### config.mk
export PLATFORM = sky130hd
export DESIGN_NAME = pow_check_top
export DESIGN_NICKNAME = d
export VERILOG_FILES = /design/src/sha256d_pkg.sv /design/src/hdr_block_packer.sv /design/src/pow_check_top.sv /design/src/sha256_compress.sv /design/src/sha256d_sequencer.sv /design/src/target_compare.sv
export VERILOG_INCLUDE_DIRS = /design/src
export SDC_FILE = /design/constraint.sdc
export NUM_CORES = 2
export LEC_CHECK = 0
export BUFFER_PORTS_ARGS = -buffer_cell sky130_fd_sc_hd__buf_4
export CAP_MARGIN = 20
export CORE_MARGIN = 2
export CORE_UTILIZATION = 34
export DETAILED_ROUTE_END_ITERATION = 10
export PLACE_DENSITY_LB_ADDON = 0.3
export SYNTH_ARGS = -nofsm -noshare
export SYNTH_HDL_FRONTEND = slang
export SYNTH_HIERARCHICAL = 1
export SYNTH_SLANG_ARGS = --single-unit
### constraint.sdc
create_clock -name i_clk -period 35.7 [get_ports i_clk]
set_input_delay 3.57 -clock i_clk [delete_from_list [all_inputs] [get_ports i_clk]]
set_output_delay 3.57 -clock i_clk [all_outputs]
set_load 0.01 [all_outputs]
### src/sha256d_macros.svh
// ********************
// Header format constants for the
// double SHA-256 proof-of-work checker
// ********************
`ifndef SHA256D_MACROS_SVH
`define SHA256D_MACROS_SVH

// Bytes in one block header
`define HDR_BYTES 80

// Bytes carried by one input beat
`define WORD_BYTES 8

// Input beats that make up one header
`define HDR_WORDS (`HDR_BYTES / `WORD_BYTES)

// SHA-256 rounds per 512-bit block
`define SHA_ROUNDS 64

`endif

### src/sha256d_pkg.sv
// ********************
// Shared types for the proof-of-work checker
// Stream beat, hash block, digest and FSM states
// ********************
package sha256d_pkg;

  `include "sha256d_macros.svh"

  // One input beat
  // First byte of the stream sits in data[63:56]
  typedef struct packed {
    logic [`WORD_BYTES*8-1:0] data;
    logic                     sop;
    logic                     eop;
  } stream_word_t;

  // One padded 512-bit message block for the hash core
  typedef struct packed {
    logic [511:0] data;
    // Start from the standard initial value
    logic         first;
    // Final block of the message
    logic         last;
  } sha_block_t;

  // Hash value, H0 in the top 32 bits
  typedef logic [255:0] digest_t;

  // Sequencer passes
  typedef enum logic [1:0] {
    PASS_IDLE,
    PASS_FIRST,
    PASS_SECOND,
    PASS_DONE
  } pass_e;

  // Compression core states
  typedef enum logic [1:0] {
    CMP_IDLE,
    CMP_ROUNDS,
    CMP_FINISH
  } compress_state_e;

endpackage

### src/hdr_block_packer.sv
// ********************
// Header block packer
// Shifts input beats into 512-bit blocks, pads the
// final block with 0x80 and the bit length, and drops
// anything after the header up to eop
// ********************
`timescale 1ns/1ps
`include "sha256d_macros.svh"

module hdr_block_packer
  import sha256d_pkg::*;
(
  input  logic         i_clk,
  input  logic         i_rst,
  input  stream_word_t i_word,
  input  logic         i_word_val,
  output logic         o_word_rdy,
  input  logic         i_blk_rdy,
  output logic         o_blk_stb,
  output sha_block_t   o_blk
);

  localparam int WORD_BITS = `WORD_BYTES * 8;
  // Beats per full 512-bit block
  localparam int BLK_WORDS = 512 / WORD_BITS;
  // Zero fill between the 0x80 byte and the length field
  localparam int PAD_ZEROS = 512 - (`HDR_WORDS - BLK_WORDS) * WORD_BITS - 8 - 64;

  logic [3:0] cnt_q;
  logic       in_hdr_q;
  logic       pend_q;
  logic       accept;
  sha_block_t blk_q;

  // Stall the source while a finished block waits
  assign o_word_rdy = ~pend_q;
  assign accept     = i_word_val & o_word_rdy;

  // Block goes out once the sequencer can take it
  assign o_blk_stb = pend_q & i_blk_rdy;
  assign o_blk     = blk_q;

  // Control path
  always_ff @(posedge i_clk) begin
    if (i_rst) begin
      cnt_q    <= '0;
      in_hdr_q <= 1'b0;
      pend_q   <= 1'b0;
    end else begin
      if (o_blk_stb)
        pend_q <= 1'b0;
      if (accept) begin
        if (i_word.sop) begin
          // New header, this beat is word 1
          cnt_q    <= 4'd1;
          in_hdr_q <= ~i_word.eop;
        end else if (in_hdr_q) begin
          cnt_q <= cnt_q + 4'd1;
          // Block 0 complete after word 8
          if (cnt_q + 4'd1 == 4'(BLK_WORDS))
            pend_q <= 1'b1;
          // Last header word, rest of the packet is dropped
          if (cnt_q + 4'd1 == 4'(`HDR_WORDS)) begin
            pend_q   <= 1'b1;
            in_hdr_q <= 1'b0;
          end
          // Short packet ends the header early
          if (i_word.eop)
            in_hdr_q <= 1'b0;
        end
      end
    end
  end

  // Block buffer, first word ends up in the top bits
  always_ff @(posedge i_clk) begin
    if (accept && (i_word.sop || in_hdr_q)) begin
      blk_q.data <= {blk_q.data[511-WORD_BITS:0], i_word.data};
      if (i_word.sop) begin
        blk_q.first <= 1'b1;
        blk_q.last  <= 1'b0;
      end else if (cnt_q + 4'd1 == 4'(`HDR_WORDS)) begin
        // Two tail words, 0x80, zero fill, header length in bits
        blk_q.data  <= {blk_q.data[WORD_BITS-1:0], i_word.data, 8'h80,
                        {PAD_ZEROS{1'b0}}, 64'(`HDR_BYTES * 8)};
        blk_q.first <= 1'b0;
        blk_q.last  <= 1'b1;
      end
    end
  end

endmodule

### src/pow_check_top.sv
// ********************
// Proof-of-work checker top
// Packer, double SHA-256 and target compare
// ********************
`timescale 1ns/1ps

module pow_check_top
  import sha256d_pkg::*;
(
  input  logic         i_clk,
  input  logic         i_rst,
  input  stream_word_t i_word,
  input  logic         i_word_val,
  output logic         o_word_rdy,
  input  logic  [31:0] i_bits,
  output logic         o_val,
  output logic         o_fail,
  output digest_t      o_digest
);

  logic        blk_stb, blk_rdy;
  sha_block_t  blk;
  logic        hash_stb;
  digest_t     hash;
  logic [31:0] bits_q;
  logic [31:0] bits_hdr_q;

  // Bits taken on sop, moved on once the last block is in the core
  always_ff @(posedge i_clk) begin
    if (i_word_val && o_word_rdy && i_word.sop)
      bits_q <= i_bits;
    if (blk_stb && blk.last)
      bits_hdr_q <= bits_q;
  end

  hdr_block_packer u_packer (
    .i_clk      (i_clk),
    .i_rst      (i_rst),
    .i_word     (i_word),
    .i_word_val (i_word_val),
    .o_word_rdy (o_word_rdy),
    .i_blk_rdy  (blk_rdy),
    .o_blk_stb  (blk_stb),
    .o_blk      (blk)
  );

  sha256d_sequencer u_seq (
    .i_clk      (i_clk),
    .i_rst      (i_rst),
    .i_blk_stb  (blk_stb),
    .i_blk      (blk),
    .o_blk_rdy  (blk_rdy),
    .o_hash_stb (hash_stb),
    .o_hash     (hash)
  );

  target_compare u_cmp (
    .i_clk      (i_clk),
    .i_rst      (i_rst),
    .i_hash_stb (hash_stb),
    .i_hash     (hash),
    .i_bits     (bits_hdr_q),
    .o_val      (o_val),
    .o_fail     (o_fail),
    .o_digest   (o_digest)
  );

endmodule

### src/sha256_compress.sv
// ********************
// SHA-256 compression core
// One round per cycle over a sliding 16-word
// schedule window, 66 cycles from start to done
// ********************
`timescale 1ns/1ps
`include "sha256d_macros.svh"

module sha256_compress
  import sha256d_pkg::*;
(
  input  logic         i_clk,
  input  logic         i_rst,
  input  logic         i_start,
  input  logic [511:0] i_block,
  input  digest_t      i_chain,
  output logic         o_done,
  output digest_t      o_chain
);

  localparam int RND_W = $clog2(`SHA_ROUNDS);

  // Round constants
  localparam logic [31:0] K_TAB [`SHA_ROUNDS] = '{
    32'h428a2f98, 32'h71374491, 32'hb5c0fbcf, 32'he9b5dba5,
    32'h3956c25b, 32'h59f111f1, 32'h923f82a4, 32'hab1c5ed5,
    32'hd807aa98, 32'h12835b01, 32'h243185be, 32'h550c7dc3,
    32'h72be5d74, 32'h80deb1fe, 32'h9bdc06a7, 32'hc19bf174,
    32'he49b69c1, 32'hefbe4786, 32'h0fc19dc6, 32'h240ca1cc,
    32'h2de92c6f, 32'h4a7484aa, 32'h5cb0a9dc, 32'h76f988da,
    32'h983e5152, 32'ha831c66d, 32'hb00327c8, 32'hbf597fc7,
    32'hc6e00bf3, 32'hd5a79147, 32'h06ca6351, 32'h14292967,
    32'h27b70a85, 32'h2e1b2138, 32'h4d2c6dfc, 32'h53380d13,
    32'h650a7354, 32'h766a0abb, 32'h81c2c92e, 32'h92722c85,
    32'ha2bfe8a1, 32'ha81a664b, 32'hc24b8b70, 32'hc76c51a3,
    32'hd192e819, 32'hd6990624, 32'hf40e3585, 32'h106aa070,
    32'h19a4c116, 32'h1e376c08, 32'h2748774c, 32'h34b0bcb5,
    32'h391c0cb3, 32'h4ed8aa4a, 32'h5b9cca4f, 32'h682e6ff3,
    32'h748f82ee, 32'h78a5636f, 32'h84c87814, 32'h8cc70208,
    32'h90befffa, 32'ha4506ceb, 32'hbef9a3f7, 32'hc67178f2
  };

  compress_state_e   state_q;
  logic [RND_W-1:0]  rnd_q;
  logic [31:0]       w_q [16];
  logic [31:0]       a_q, b_q, c_q, d_q, e_q, f_q, g_q, h_q;
  digest_t           chain_q;
  logic [31:0]       t1, t2, w_next;

  function automatic logic [31:0] rotr(input logic [31:0] x, input int n);
    rotr = (x >> n) | (x << (32 - n));
  endfunction

  // Round function, new schedule word for W[t+16]
  always_comb begin
    t1 = h_q + (rotr(e_q, 6) ^ rotr(e_q, 11) ^ rotr(e_q, 25))
         + ((e_q & f_q) ^ (~e_q & g_q)) + K_TAB[rnd_q] + w_q[0];
    t2 = (rotr(a_q, 2) ^ rotr(a_q, 13) ^ rotr(a_q, 22))
         + ((a_q & b_q) ^ (a_q & c_q) ^ (b_q & c_q));
    w_next = (rotr(w_q[14], 17) ^ rotr(w_q[14], 19) ^ (w_q[14] >> 10)) + w_q[9]
             + (rotr(w_q[1], 7) ^ rotr(w_q[1], 18) ^ (w_q[1] >> 3)) + w_q[0];
  end

  // Load, 64 rounds, add
  always_ff @(posedge i_clk) begin
    if (i_rst) begin
      state_q <= CMP_IDLE;
      rnd_q   <= '0;
      o_done  <= 1'b0;
    end else begin
      o_done <= 1'b0;
      case (state_q)
        CMP_IDLE: begin
          rnd_q <= '0;
          if (i_start)
            state_q <= CMP_ROUNDS;
        end
        CMP_ROUNDS: begin
          rnd_q <= rnd_q + 1'b1;
          if (rnd_q == RND_W'(`SHA_ROUNDS - 1))
            state_q <= CMP_FINISH;
        end
        CMP_FINISH: begin
          o_done  <= 1'b1;
          state_q <= CMP_IDLE;
        end
        default: state_q <= CMP_IDLE;
      endcase
    end
  end

  // Working variables and schedule window
  always_ff @(posedge i_clk) begin
    case (state_q)
      CMP_IDLE: begin
        if (i_start) begin
          chain_q <= i_chain;
          {a_q, b_q, c_q, d_q, e_q, f_q, g_q, h_q} <= i_chain;
          // W[0] is the top word of the block
          for (int i = 0; i < 16; i++)
            w_q[i] <= i_block[511 - 32*i -: 32];
        end
      end
      CMP_ROUNDS: begin
        h_q <= g_q;
        g_q <= f_q;
        f_q <= e_q;
        e_q <= d_q + t1;
        d_q <= c_q;
        c_q <= b_q;
        b_q <= a_q;
        a_q <= t1 + t2;
        for (int i = 0; i < 15; i++)
          w_q[i] <= w_q[i+1];
        w_q[15] <= w_next;
      end
      CMP_FINISH: begin
        // Feed-forward into the chaining value
        o_chain <= {a_q + chain_q[255:224], b_q + chain_q[223:192],
                    c_q + chain_q[191:160], d_q + chain_q[159:128],
                    e_q + chain_q[127:96],  f_q + chain_q[95:64],
                    g_q + chain_q[63:32],   h_q + chain_q[31:0]};
      end
      default: ;
    endcase
  end

endmodule

### src/sha256d_sequencer.sv
// ********************
// Double SHA-256 sequencer
// Chains header blocks through the core, then
// hashes the padded first digest once more
// ********************
`timescale 1ns/1ps

module sha256d_sequencer
  import sha256d_pkg::*;
(
  input  logic       i_clk,
  input  logic       i_rst,
  input  logic       i_blk_stb,
  input  sha_block_t i_blk,
  output logic       o_blk_rdy,
  output logic       o_hash_stb,
  output digest_t    o_hash
);

  localparam digest_t SHA_IV = {32'h6a09e667, 32'hbb67ae85, 32'h3c6ef372, 32'ha54ff53a,
                                32'h510e527f, 32'h9b05688c, 32'h1f83d9ab, 32'h5be0cd19};

  pass_e        state_q;
  logic         last_q;
  digest_t      chain_q;
  digest_t      hash_q;
  logic         start_hdr, start_second;
  logic         cmp_start, cmp_done;
  logic [511:0] cmp_block;
  digest_t      cmp_chain_in, cmp_chain_out;

  // Byte 0 of the digest becomes the least significant byte
  function automatic digest_t byte_rev(input digest_t d);
    for (int i = 0; i < 32; i++)
      byte_rev[8*i +: 8] = d[255 - 8*i -: 8];
  endfunction

  assign o_blk_rdy    = (state_q == PASS_IDLE);
  assign start_hdr    = o_blk_rdy & i_blk_stb;
  // Second pass starts in the same cycle the first digest lands
  assign start_second = (state_q == PASS_FIRST) & cmp_done & last_q;
  assign cmp_start    = start_hdr | start_second;

  always_comb begin
    if (start_second) begin
      // 32-byte message, 0x80, zero fill, 256-bit length
      cmp_block    = {cmp_chain_out, 8'h80, 184'd0, 64'($bits(digest_t))};
      cmp_chain_in = SHA_IV;
    end else begin
      cmp_block    = i_blk.data;
      cmp_chain_in = i_blk.first ? SHA_IV : chain_q;
    end
  end

  always_ff @(posedge i_clk) begin
    if (i_rst) begin
      state_q <= PASS_IDLE;
      last_q  <= 1'b0;
    end else begin
      case (state_q)
        PASS_IDLE:   if (start_hdr) begin
          last_q  <= i_blk.last;
          state_q <= PASS_FIRST;
        end
        PASS_FIRST:  if (cmp_done) state_q <= last_q ? PASS_SECOND : PASS_IDLE;
        PASS_SECOND: if (cmp_done) state_q <= PASS_DONE;
        default:     state_q <= PASS_IDLE;
      endcase
    end
  end

  // Held chain between header blocks, final result
  always_ff @(posedge i_clk) begin
    if (state_q == PASS_FIRST && cmp_done)
      chain_q <= cmp_chain_out;
    if (state_q == PASS_SECOND && cmp_done)
      hash_q <= byte_rev(cmp_chain_out);
  end

  assign o_hash_stb = (state_q == PASS_DONE);
  assign o_hash     = hash_q;

  sha256_compress u_compress (
    .i_clk   (i_clk),
    .i_rst   (i_rst),
    .i_start (cmp_start),
    .i_block (cmp_block),
    .i_chain (cmp_chain_in),
    .o_done  (cmp_done),
    .o_chain (cmp_chain_out)
  );

endmodule

### src/target_compare.sv
// ********************
// Target compare
// Expands the compact bits, flags bad encodings
// and checks the hash against the target
// ********************
`timescale 1ns/1ps

module target_compare
  import sha256d_pkg::*;
(
  input  logic        i_clk,
  input  logic        i_rst,
  input  logic        i_hash_stb,
  input  digest_t     i_hash,
  input  logic [31:0] i_bits,
  output logic        o_val,
  output logic        o_fail,
  output digest_t     o_digest
);

  logic [7:0]   size;
  logic [22:0]  mant;
  logic [255:0] target;
  logic         bits_err;

  // Exponent byte and 23-bit mantissa, bit 23 is the sign
  assign size = i_bits[31:24];
  assign mant = i_bits[22:0];

  // mantissa * 256^(size - 3)
  always_comb begin
    if (size <= 8'd3)
      target = {233'd0, mant} >> {(8'd3 - size), 3'b000};
    else
      target = {233'd0, mant} << {(size - 8'd3), 3'b000};
  end

  // Zero, negative or too large for 256 bits
  assign bits_err = (i_bits == 32'd0) ||
                    (mant != 23'd0 && i_bits[23]) ||
                    (mant != 23'd0 && (size > 8'd34 ||
                                       (mant > 23'hff && size > 8'd33) ||
                                       (mant > 23'hffff && size > 8'd32)));

  always_ff @(posedge i_clk) begin
    if (i_rst) begin
      o_val  <= 1'b0;
      o_fail <= 1'b0;
    end else begin
      o_val <= i_hash_stb;
      if (i_hash_stb)
        o_fail <= bits_err || (i_hash > target);
    end
  end

  always_ff @(posedge i_clk) begin
    if (i_hash_stb)
      o_digest <= i_hash;
  end

endmodule

# ---- Word level (Yosys, flattened, before mapping)
# Memory sizes are Yosys's and may differ from the RTL's.
# Index checks and enable logic that the tools add are counted.
dict set report totals {
  register_bits 2134
  ramBits 512
  rom_bits 2048
  input_bits 101
  out_inout_bits 259
  elab_cells 224
  mem_count 2
}
# name words word_bits read_ports rd_ports_with_merged_regs write_ports line_no
set mem_list {}
lappend mem_list {{(name not given)} 64 32 1 0 0 sha256_compress.sv:57} ;# + ((e_q & f_q) ^ (~e_q & g_q)) + K_TAB[rnd_q] + w_q[0];
lappend mem_list {u_seq.u_compress.w_q 16 32 16 0 16 sha256_compress.sv:45} ;# logic [31:0] w_q [16];
dict set report op_classes {
  n_addsub 22
  order_cmp 8
  n_eq_ne 13
  shifts 2
  muxes 67
  bitwise 52
  n_reduce_logical 30
}
# operator n
set ops {}
lappend ops {{512-bit two-way mux} 2}
lappend ops {{32-bit two-way mux} 26}
lappend ops {{256-bit two-way mux} 3}
lappend ops {{32-bit adder} 18}
lappend ops {{514-bit two-way mux} 1}
lappend ops {{32-bit case mux with 2 select lines} 8}
lappend ops {{32-bit XOR} 9}
lappend ops {{256-bit greater-than comparator} 1}
lappend ops {{23-bit by 11-bit left shift with 256-bit output} 1}
lappend ops {{23-bit by 11-bit right shift with 256-bit output} 1}
lappend ops {{32-bit bitwise AND} 5}
lappend ops {{32-bit logical NOT} 1}
lappend ops {{32-bit inverter} 1}
lappend ops {{10-bit by 32-bit OR with 32-bit output} 1}
lappend ops {{13-bit by 32-bit OR with 32-bit output} 1}
lappend ops {{14-bit by 32-bit OR with 32-bit output} 1}
lappend ops {{15-bit by 32-bit OR with 32-bit output} 1}
lappend ops {{19-bit by 32-bit OR with 32-bit output} 1}
lappend ops {{21-bit by 32-bit OR with 32-bit output} 1}
lappend ops {{25-bit by 32-bit OR with 32-bit output} 1}
lappend ops {{26-bit by 32-bit OR with 32-bit output} 1}
lappend ops {{30-bit by 32-bit OR with 32-bit output} 1}
lappend ops {{7-bit by 32-bit OR with 32-bit output} 1}
lappend ops {{32-bit by 22-bit XOR with 32-bit output} 1}
lappend ops {{33 further kinds} 106}

# ---- Logic depth before layout (Yosys ltp)
dict set report logic_depth {
  ltp_word 9
  ltp_mapped 39
  depth_no_buf 36
}

# ---- Cells and area by module
# The synthesis kept the hierarchy.
# mod instances cells_each area_per_inst_um2 seq_area_each_um2
set by_module_without_submodules {}
lappend by_module_without_submodules {sha256_compress 1 7478 76308.2 38617.0}
lappend by_module_without_submodules {sha256d_sequencer 1 1417 23256.1 15434.8}
lappend by_module_without_submodules {hdr_block_packer 1 1135 20046.7 15554.9}
lappend by_module_without_submodules {target_compare 1 1500 16315.6 7727.4}
lappend by_module_without_submodules {pow_check_top 1 66 1934.4 1921.8}

# ---- Worst setup path after synthesis
# No wires, ideal clock.
dict set report synth_timing {
  path_kind {input to register}
  from {in i_word_val}
  to {reg u_packer.blk_q, in the netlist u_packer/o_blk[100], enable pin}
  setup_time_ns 1.405
  arrival_ns 24.937
  required_time_ns 34.295
  setup_slack_ns 9.358
  stages 2
  path_buffers 0
  path_cell_list {nand2b_1 -> nor2_1}
}
dict set report synth_between {
  elab_chain_cells 2
}
# element line_no
set synth_lines {}
lappend synth_lines {{start: declaration} pow_check_top.sv:13} ;# input logic i_word_val,
lappend synth_lines {{1-bit bitwise AND} hdr_block_packer.sv:37} ;# assign accept = i_word_val & o_word_rdy;
lappend synth_lines {{1-bit logical AND} hdr_block_packer.sv:77} ;# if (accept && (i_word.sop || in_hdr_q)) begin
lappend synth_lines {{end: declaration} hdr_block_packer.sv:33} ;# sha_block_t blk_q;
# Every way passes these cells.
# A chain may end at the register's enable or synchronous reset.

# ---- Worst setup path in the final report
dict set report layout_timing {
  from {reg u_seq.u_compress.rnd_q[0]}
  to {reg u_seq.u_compress.a_q[31], data pin}
}
dict set report layout_between {
  elab_chain_cells 8
}
# element line_no
set layout_lines {}
lappend layout_lines {{start: declaration} sha256_compress.sv:44} ;# logic [RND_W-1:0] rnd_q;
lappend layout_lines {{start signal: assignment} sha256_compress.sv:79} ;# rnd_q <= rnd_q + 1'b1;
lappend layout_lines {{6-bit inverter with 7-bit output (implied by the code)} sha256_compress.sv:57}
lappend layout_lines {{memory 64 x 32 bit} --}
lappend layout_lines {{32-bit two-way mux (implied by the code) (2 in a row)} sha256_compress.sv:57}
lappend layout_lines {{32-bit adder (2 in a row)} sha256_compress.sv:57}
lappend layout_lines {{32-bit adder} sha256_compress.sv:112} ;# a_q <= t1 + t2;
lappend layout_lines {{32-bit case mux with 2 select lines} sha256_compress.sv:94} ;# case (state_q)
lappend layout_lines {{end signal: assignment} sha256_compress.sv:98} ;# {a_q, b_q, c_q, d_q, e_q, f_q, g_q, h_q} <= i_chain;
lappend layout_lines {{end signal: assignment} sha256_compress.sv:112}
lappend layout_lines {{end: declaration} sha256_compress.sv:46} ;# logic [31:0] a_q, b_q, c_q, d_q, e_q, f_q, g_q, h_q;
# Every way passes these cells. The select of a mux whose other input is x is not followed.

==> results.cfg <==
[outcome]
run_status = completed

[die]
io_pins = 360
core_um2 = 403000
die_area_um2 = 411000
initial_utilization_pct = 34.2
placement_rows = 233
chipWidth_um = 641
die_h_um = 641

[sta]
fmaxAchievable_ghz = 0.0930
rsz0062_at_grt = false
slew-limit-headroom_pct = 15.9
final_period_minus_worst_setup_slack_ns = 10.75
endpoints_failing_setup = 0
post-route-period-util_pct = 30.1
final.setup.tns_ns = 0
slew_viol_final = 0
final_critical_path_setup_slack_ns = 24.95
clock_skew_ns = 0.0713
final_hold_viol_count = 0
tightest_slew_ns = 1.26

[logic_synthesis]
avgSynthCellArea_um2 = 11.9
postSynthRegisterBits = 2646
mappedNetlistNets = 12500
yosysWarnings = 6
synth.yosys.seq_area_share_pct = 57.5
synth.top_cells.by_area = sky130_fd_sc_hd__edfxtp_1, sky130_fd_sc_hd__nand2_1, sky130_fd_sc_hd__ha_1
netlist.top_cell.by_area = sky130_fd_sc_hd__edfxtp_1
synthFlopType = sky130_fd_sc_hd__edfxtp_1
synth_largest_type_area_fraction_pct = 57.2
synth-edff-count = 2626
asyncSetResetFlopFracSynth_pct = 0
syn-instance-count = 11600
yosys.cell_types.count = 109
netlist_area_um2 = 138000

[route]
routedWlPerCell_um = 33.1
detail_route.vias_per_cell = 5.58
detailedRoute.firstIterationViolations = 14300
drc = 0
first_pass_iters = 8
detailroute.via_count = 98400
route.final.wire_length_mm = 583
drtAntennaViolNets = 0

[grt]
globalRoute.totalOverflow = 0
grt_pass1_vias = 89500
maximum_number_of_pins_on_one_net_before_global_route_repair = 184
gr-usage-all-layers_pct = 27.6
grt_pass1_wl_mm = 773
grt_antenna_before_repair = 161

[setup_path]
regToRegSetupSlack_ns = 24.95
cp_data_arrival_time_ns = 11.41
startpoint_of_the_worst_register_to_register_path = u_seq/u_compress/rnd_q[0]$_SDFFE_PP0P_
cp.required_ns = 36.36
crit_buf_inv = 3
cp_common_cell = sky130_fd_sc_hd__fa_1
crit-reg2reg-capture = u_seq/u_compress/a_q[31]$_DFFE_PP_
worst-path-max-fanout = 29
crit_path_top_delay_cell = sky130_fd_sc_hd__ha_1
critPathLaunchType = register
end_kind = register
worst-r2r-cell-count = 34
largest_stage_delay_worst_path_ns = 0.60
path_class = register to register
cpLargestDelayFamily = compound AO/OA/AOI/OAI gates

[cts]
tritoncts = done
clk_transition_reported_paths_ns = 0.06
clk-insertion-delay-late_ns = 0.97
cts-htree-levels = 5
post-cts-setup-buffer-count = 0
clockRootBuffer = sky130_fd_sc_hd__clkbuf_16
cts_buffers = 304
cts_resized = 0
cts.hold.buffers_added = 0
cts_buffer_depth = 4
numClockSinks = 2646

[power_and_ir_drop]
power.leakage_nw = 58.4
max-vdd-ir-drop_mv = 0.0345
p_per_area_nw_per_um2 = 43.5
total_power_mw = 6.83

[worst_hold_path]
hold_endpoint = bits_hdr_q[5]$_DFFE_PP_
hold_path_class = register to register
holdPathStages = 0
launch_point_of_the_worst_hold_path = bits_q[5]$_DFFE_PP_

[placed_design]
gp_routability_congestion = 1.00
dp.cells = 17000
port-buffer-count = 359
placed_area_um2 = 147000
dp_slack_ns = 24.97
place_hpwl_mm = 444

[cells_and_area]
area_growth_syn_to_layout_pct = 14.0
layout-drive-gt1-share_pct = 11.8
layout.nets = 12900
layout_common_cells = sky130_fd_sc_hd__edfxtp_1, sky130_fd_sc_hd__nand2_1, sky130_fd_sc_hd__ha_1
layout_commonest_cell = sky130_fd_sc_hd__edfxtp_1
stdcell_count = 17600
finish.instance_area_um2 = 157000

[run]
maxCapViolations = 0
==> final cells by class <==
cell class,instances,area (um2)
Multi-Input combinational cell,8119,55300
Sequential cell,2646,79300
Tap cell,5405,6760
Fill cell,38700,246000
Inverter,281,1060
Clock buffer,356,7920
Timing Repair Buffer,565,4380
Clock inverter,187,2310
Antenna cell,75,188
==> report_power, final <==
group	leakage, nW	switching (mW)	internal [mW]
combinational	29.5	0.0661	0.0547
sequential	24.0	0.0319	3.42
clock	4.92	1.37	1.89
total	58.4	1.46	5.36
==> sequential cells by signal, summed over array words and instances, names as in the netlist, 2 cells and up <==
register,count
u_seq/u_compress/g_q,32
bits_hdr_q,32
u_seq/u_compress/o_chain,256
u_cmp/o_digest,256
u_seq/chain_q,256
u_packer/o_blk,514
u_seq/u_compress/e_q,32
u_seq/u_compress/c_q,32
u_packer/cnt_q,4
u_seq/u_compress/state_q,2
u_seq/u_compress/chain_q,256
u_seq/u_compress/b_q,32
u_seq/o_hash,256
bits_q,32
u_seq/u_compress/a_q,32
u_seq/u_compress/d_q,32
u_seq/u_compress/w_q,512
u_seq/u_compress/rnd_q,6
u_seq/state_q,2
u_seq/u_compress/f_q,32
u_seq/u_compress/h_q,32
==> cells in the mapped netlist (16+ instances only) <==
library cell / number
sky130_fd_sc_hd__o21a_1: 75
sky130_fd_sc_hd__mux2_1: 96
sky130_fd_sc_hd__nor2b_1: 440
sky130_fd_sc_hd__inv_1: 278
sky130_fd_sc_hd__mux2_2: 103
sky130_fd_sc_hd__or2_2: 32
sky130_fd_sc_hd__nand3_1: 144
sky130_fd_sc_hd__a211oi_1: 54
sky130_fd_sc_hd__fa_1: 195
sky130_fd_sc_hd__a21o_1: 176
sky130_fd_sc_hd__o21ai_1: 81
sky130_fd_sc_hd__nor2_1: 386
sky130_fd_sc_hd__nand4_1: 67
sky130_fd_sc_hd__a211o_1: 17
sky130_fd_sc_hd__or3_1: 166
sky130_fd_sc_hd__o21ai_0: 249
sky130_fd_sc_hd__o22ai_1: 22
sky130_fd_sc_hd__buf_1: 28
sky130_fd_sc_hd__mux2_4: 210
sky130_fd_sc_hd__nand2b_1: 76
sky130_fd_sc_hd__a22o_1: 23
sky130_fd_sc_hd__o31ai_1: 40
sky130_fd_sc_hd__a21oi_1: 530
sky130_fd_sc_hd__buf_6: 42
sky130_fd_sc_hd__a221oi_1: 41
sky130_fd_sc_hd__a2111oi_0: 16
sky130_fd_sc_hd__edfxtp_1: 2626
sky130_fd_sc_hd__nor4_1: 22
sky130_fd_sc_hd__nor3_1: 110
sky130_fd_sc_hd__a31oi_1: 47
sky130_fd_sc_hd__nor3b_1: 132
sky130_fd_sc_hd__mux2i_1: 44
sky130_fd_sc_hd__buf_2: 72
sky130_fd_sc_hd__and3_1: 42
sky130_fd_sc_hd__xnor2_1: 449
sky130_fd_sc_hd__o211ai_1: 40
sky130_fd_sc_hd__maj3_1: 30
sky130_fd_sc_hd__o21bai_1: 44
sky130_fd_sc_hd__and2_1: 271
sky130_fd_sc_hd__ha_1: 656
sky130_fd_sc_hd__a22oi_1: 56
sky130_fd_sc_hd__nand2_1: 2592
sky130_fd_sc_hd__clkbuf_1: 407
sky130_fd_sc_hd__dfxtp_1: 20
sky130_fd_sc_hd__xor2_1: 112
==> how the worst max path moves through the flow <==
| stage | start | endpoint | slack, ns | cells after the start |
|---|---|---|---|---|
| after floorplan | i_word_val | u_packer/o_blk[100]$_DFFE_PP_ | 9.36 | 2 |
| after CTS | u_seq/u_compress/rnd_q[0]$_SDFFE_PP0P_ | u_seq/u_compress/a_q[31]$_DFFE_PP_ | 24.93 | 34 |
| after detailed placement | u_seq/u_compress/rnd_q[0]$_SDFFE_PP0P_ | u_seq/u_compress/a_q[31]$_DFFE_PP_ | 24.97 | 34 |
| final | u_seq/u_compress/rnd_q[0]$_SDFFE_PP0P_ | u_seq/u_compress/a_q[31]$_DFFE_PP_ | 24.95 | 34 |
| after global placement | u_seq/u_compress/rnd_q[0]$_SDFFE_PP0P_ | u_seq/u_compress/a_q[31]$_DFFE_PP_ | 24.91 | 34 |
| after global routing | u_seq/u_compress/rnd_q[0]$_SDFFE_PP0P_ | u_seq/u_compress/a_q[31]$_DFFE_PP_ | 24.54 | 34 |
==> worst reg2reg max path, delay by kind of cell, from the launching register on <==
family | cells | cell delay, ns
muxes | 1 | 0.13
and+or+nand+nor | 3 | 0.82
xor gates and xnor gates | 1 | 0.15
buffers and inverters | 3 | 0.53
DFF | 1 | 0.32
AOI/OAI and AO/OA | 17 | 4.46
adders and majority gates | 9 | 4.09
==> layer usage <==
metal | GRT usage [%] | up-vias | part of all wire [%]
met5 | 0 | - | 0.066
met4 | 12.6 | 60 | 5.3
met3 | 6.16 | 972 | 10
met2 | 40.3 | 5427 | 42
met1 | 38.8 | 49600 | 42
li1 | - | 42300 | -
==> cell families after synthesis <==
| group | count (synthesis) | share of synthesized area (%) |
|---|---|---|
| and+or+nand+nor | 4540 | 15.2 |
| DFF | 2646 | 57.5 |
| AOI/OAI and AO/OA | 1678 | 7.84 |
| adders and majority gates | 881 | 9.00 |
| buffers and inverters | 831 | 2.56 |
| xor gates and xnor gates | 563 | 3.60 |
| muxes | 457 | 4.30 |
==> metrics by stage <==
| step | hold slack [ns] | util [%] |
|---|---|---|
| 2_1_floorplan | 0.400 | - |
| 3_3_place_gp | 0.403 | 36.4 |
| 6_report | 0.415 | 39.0 |
| 4_1_cts | 0.414 | 38.9 |
| 5_1_grt | 0.418 | 38.9 |
| 3_5_place_dp | 0.405 | 36.4 |
No activity file was read; power rests on OpenSTA's default activity.
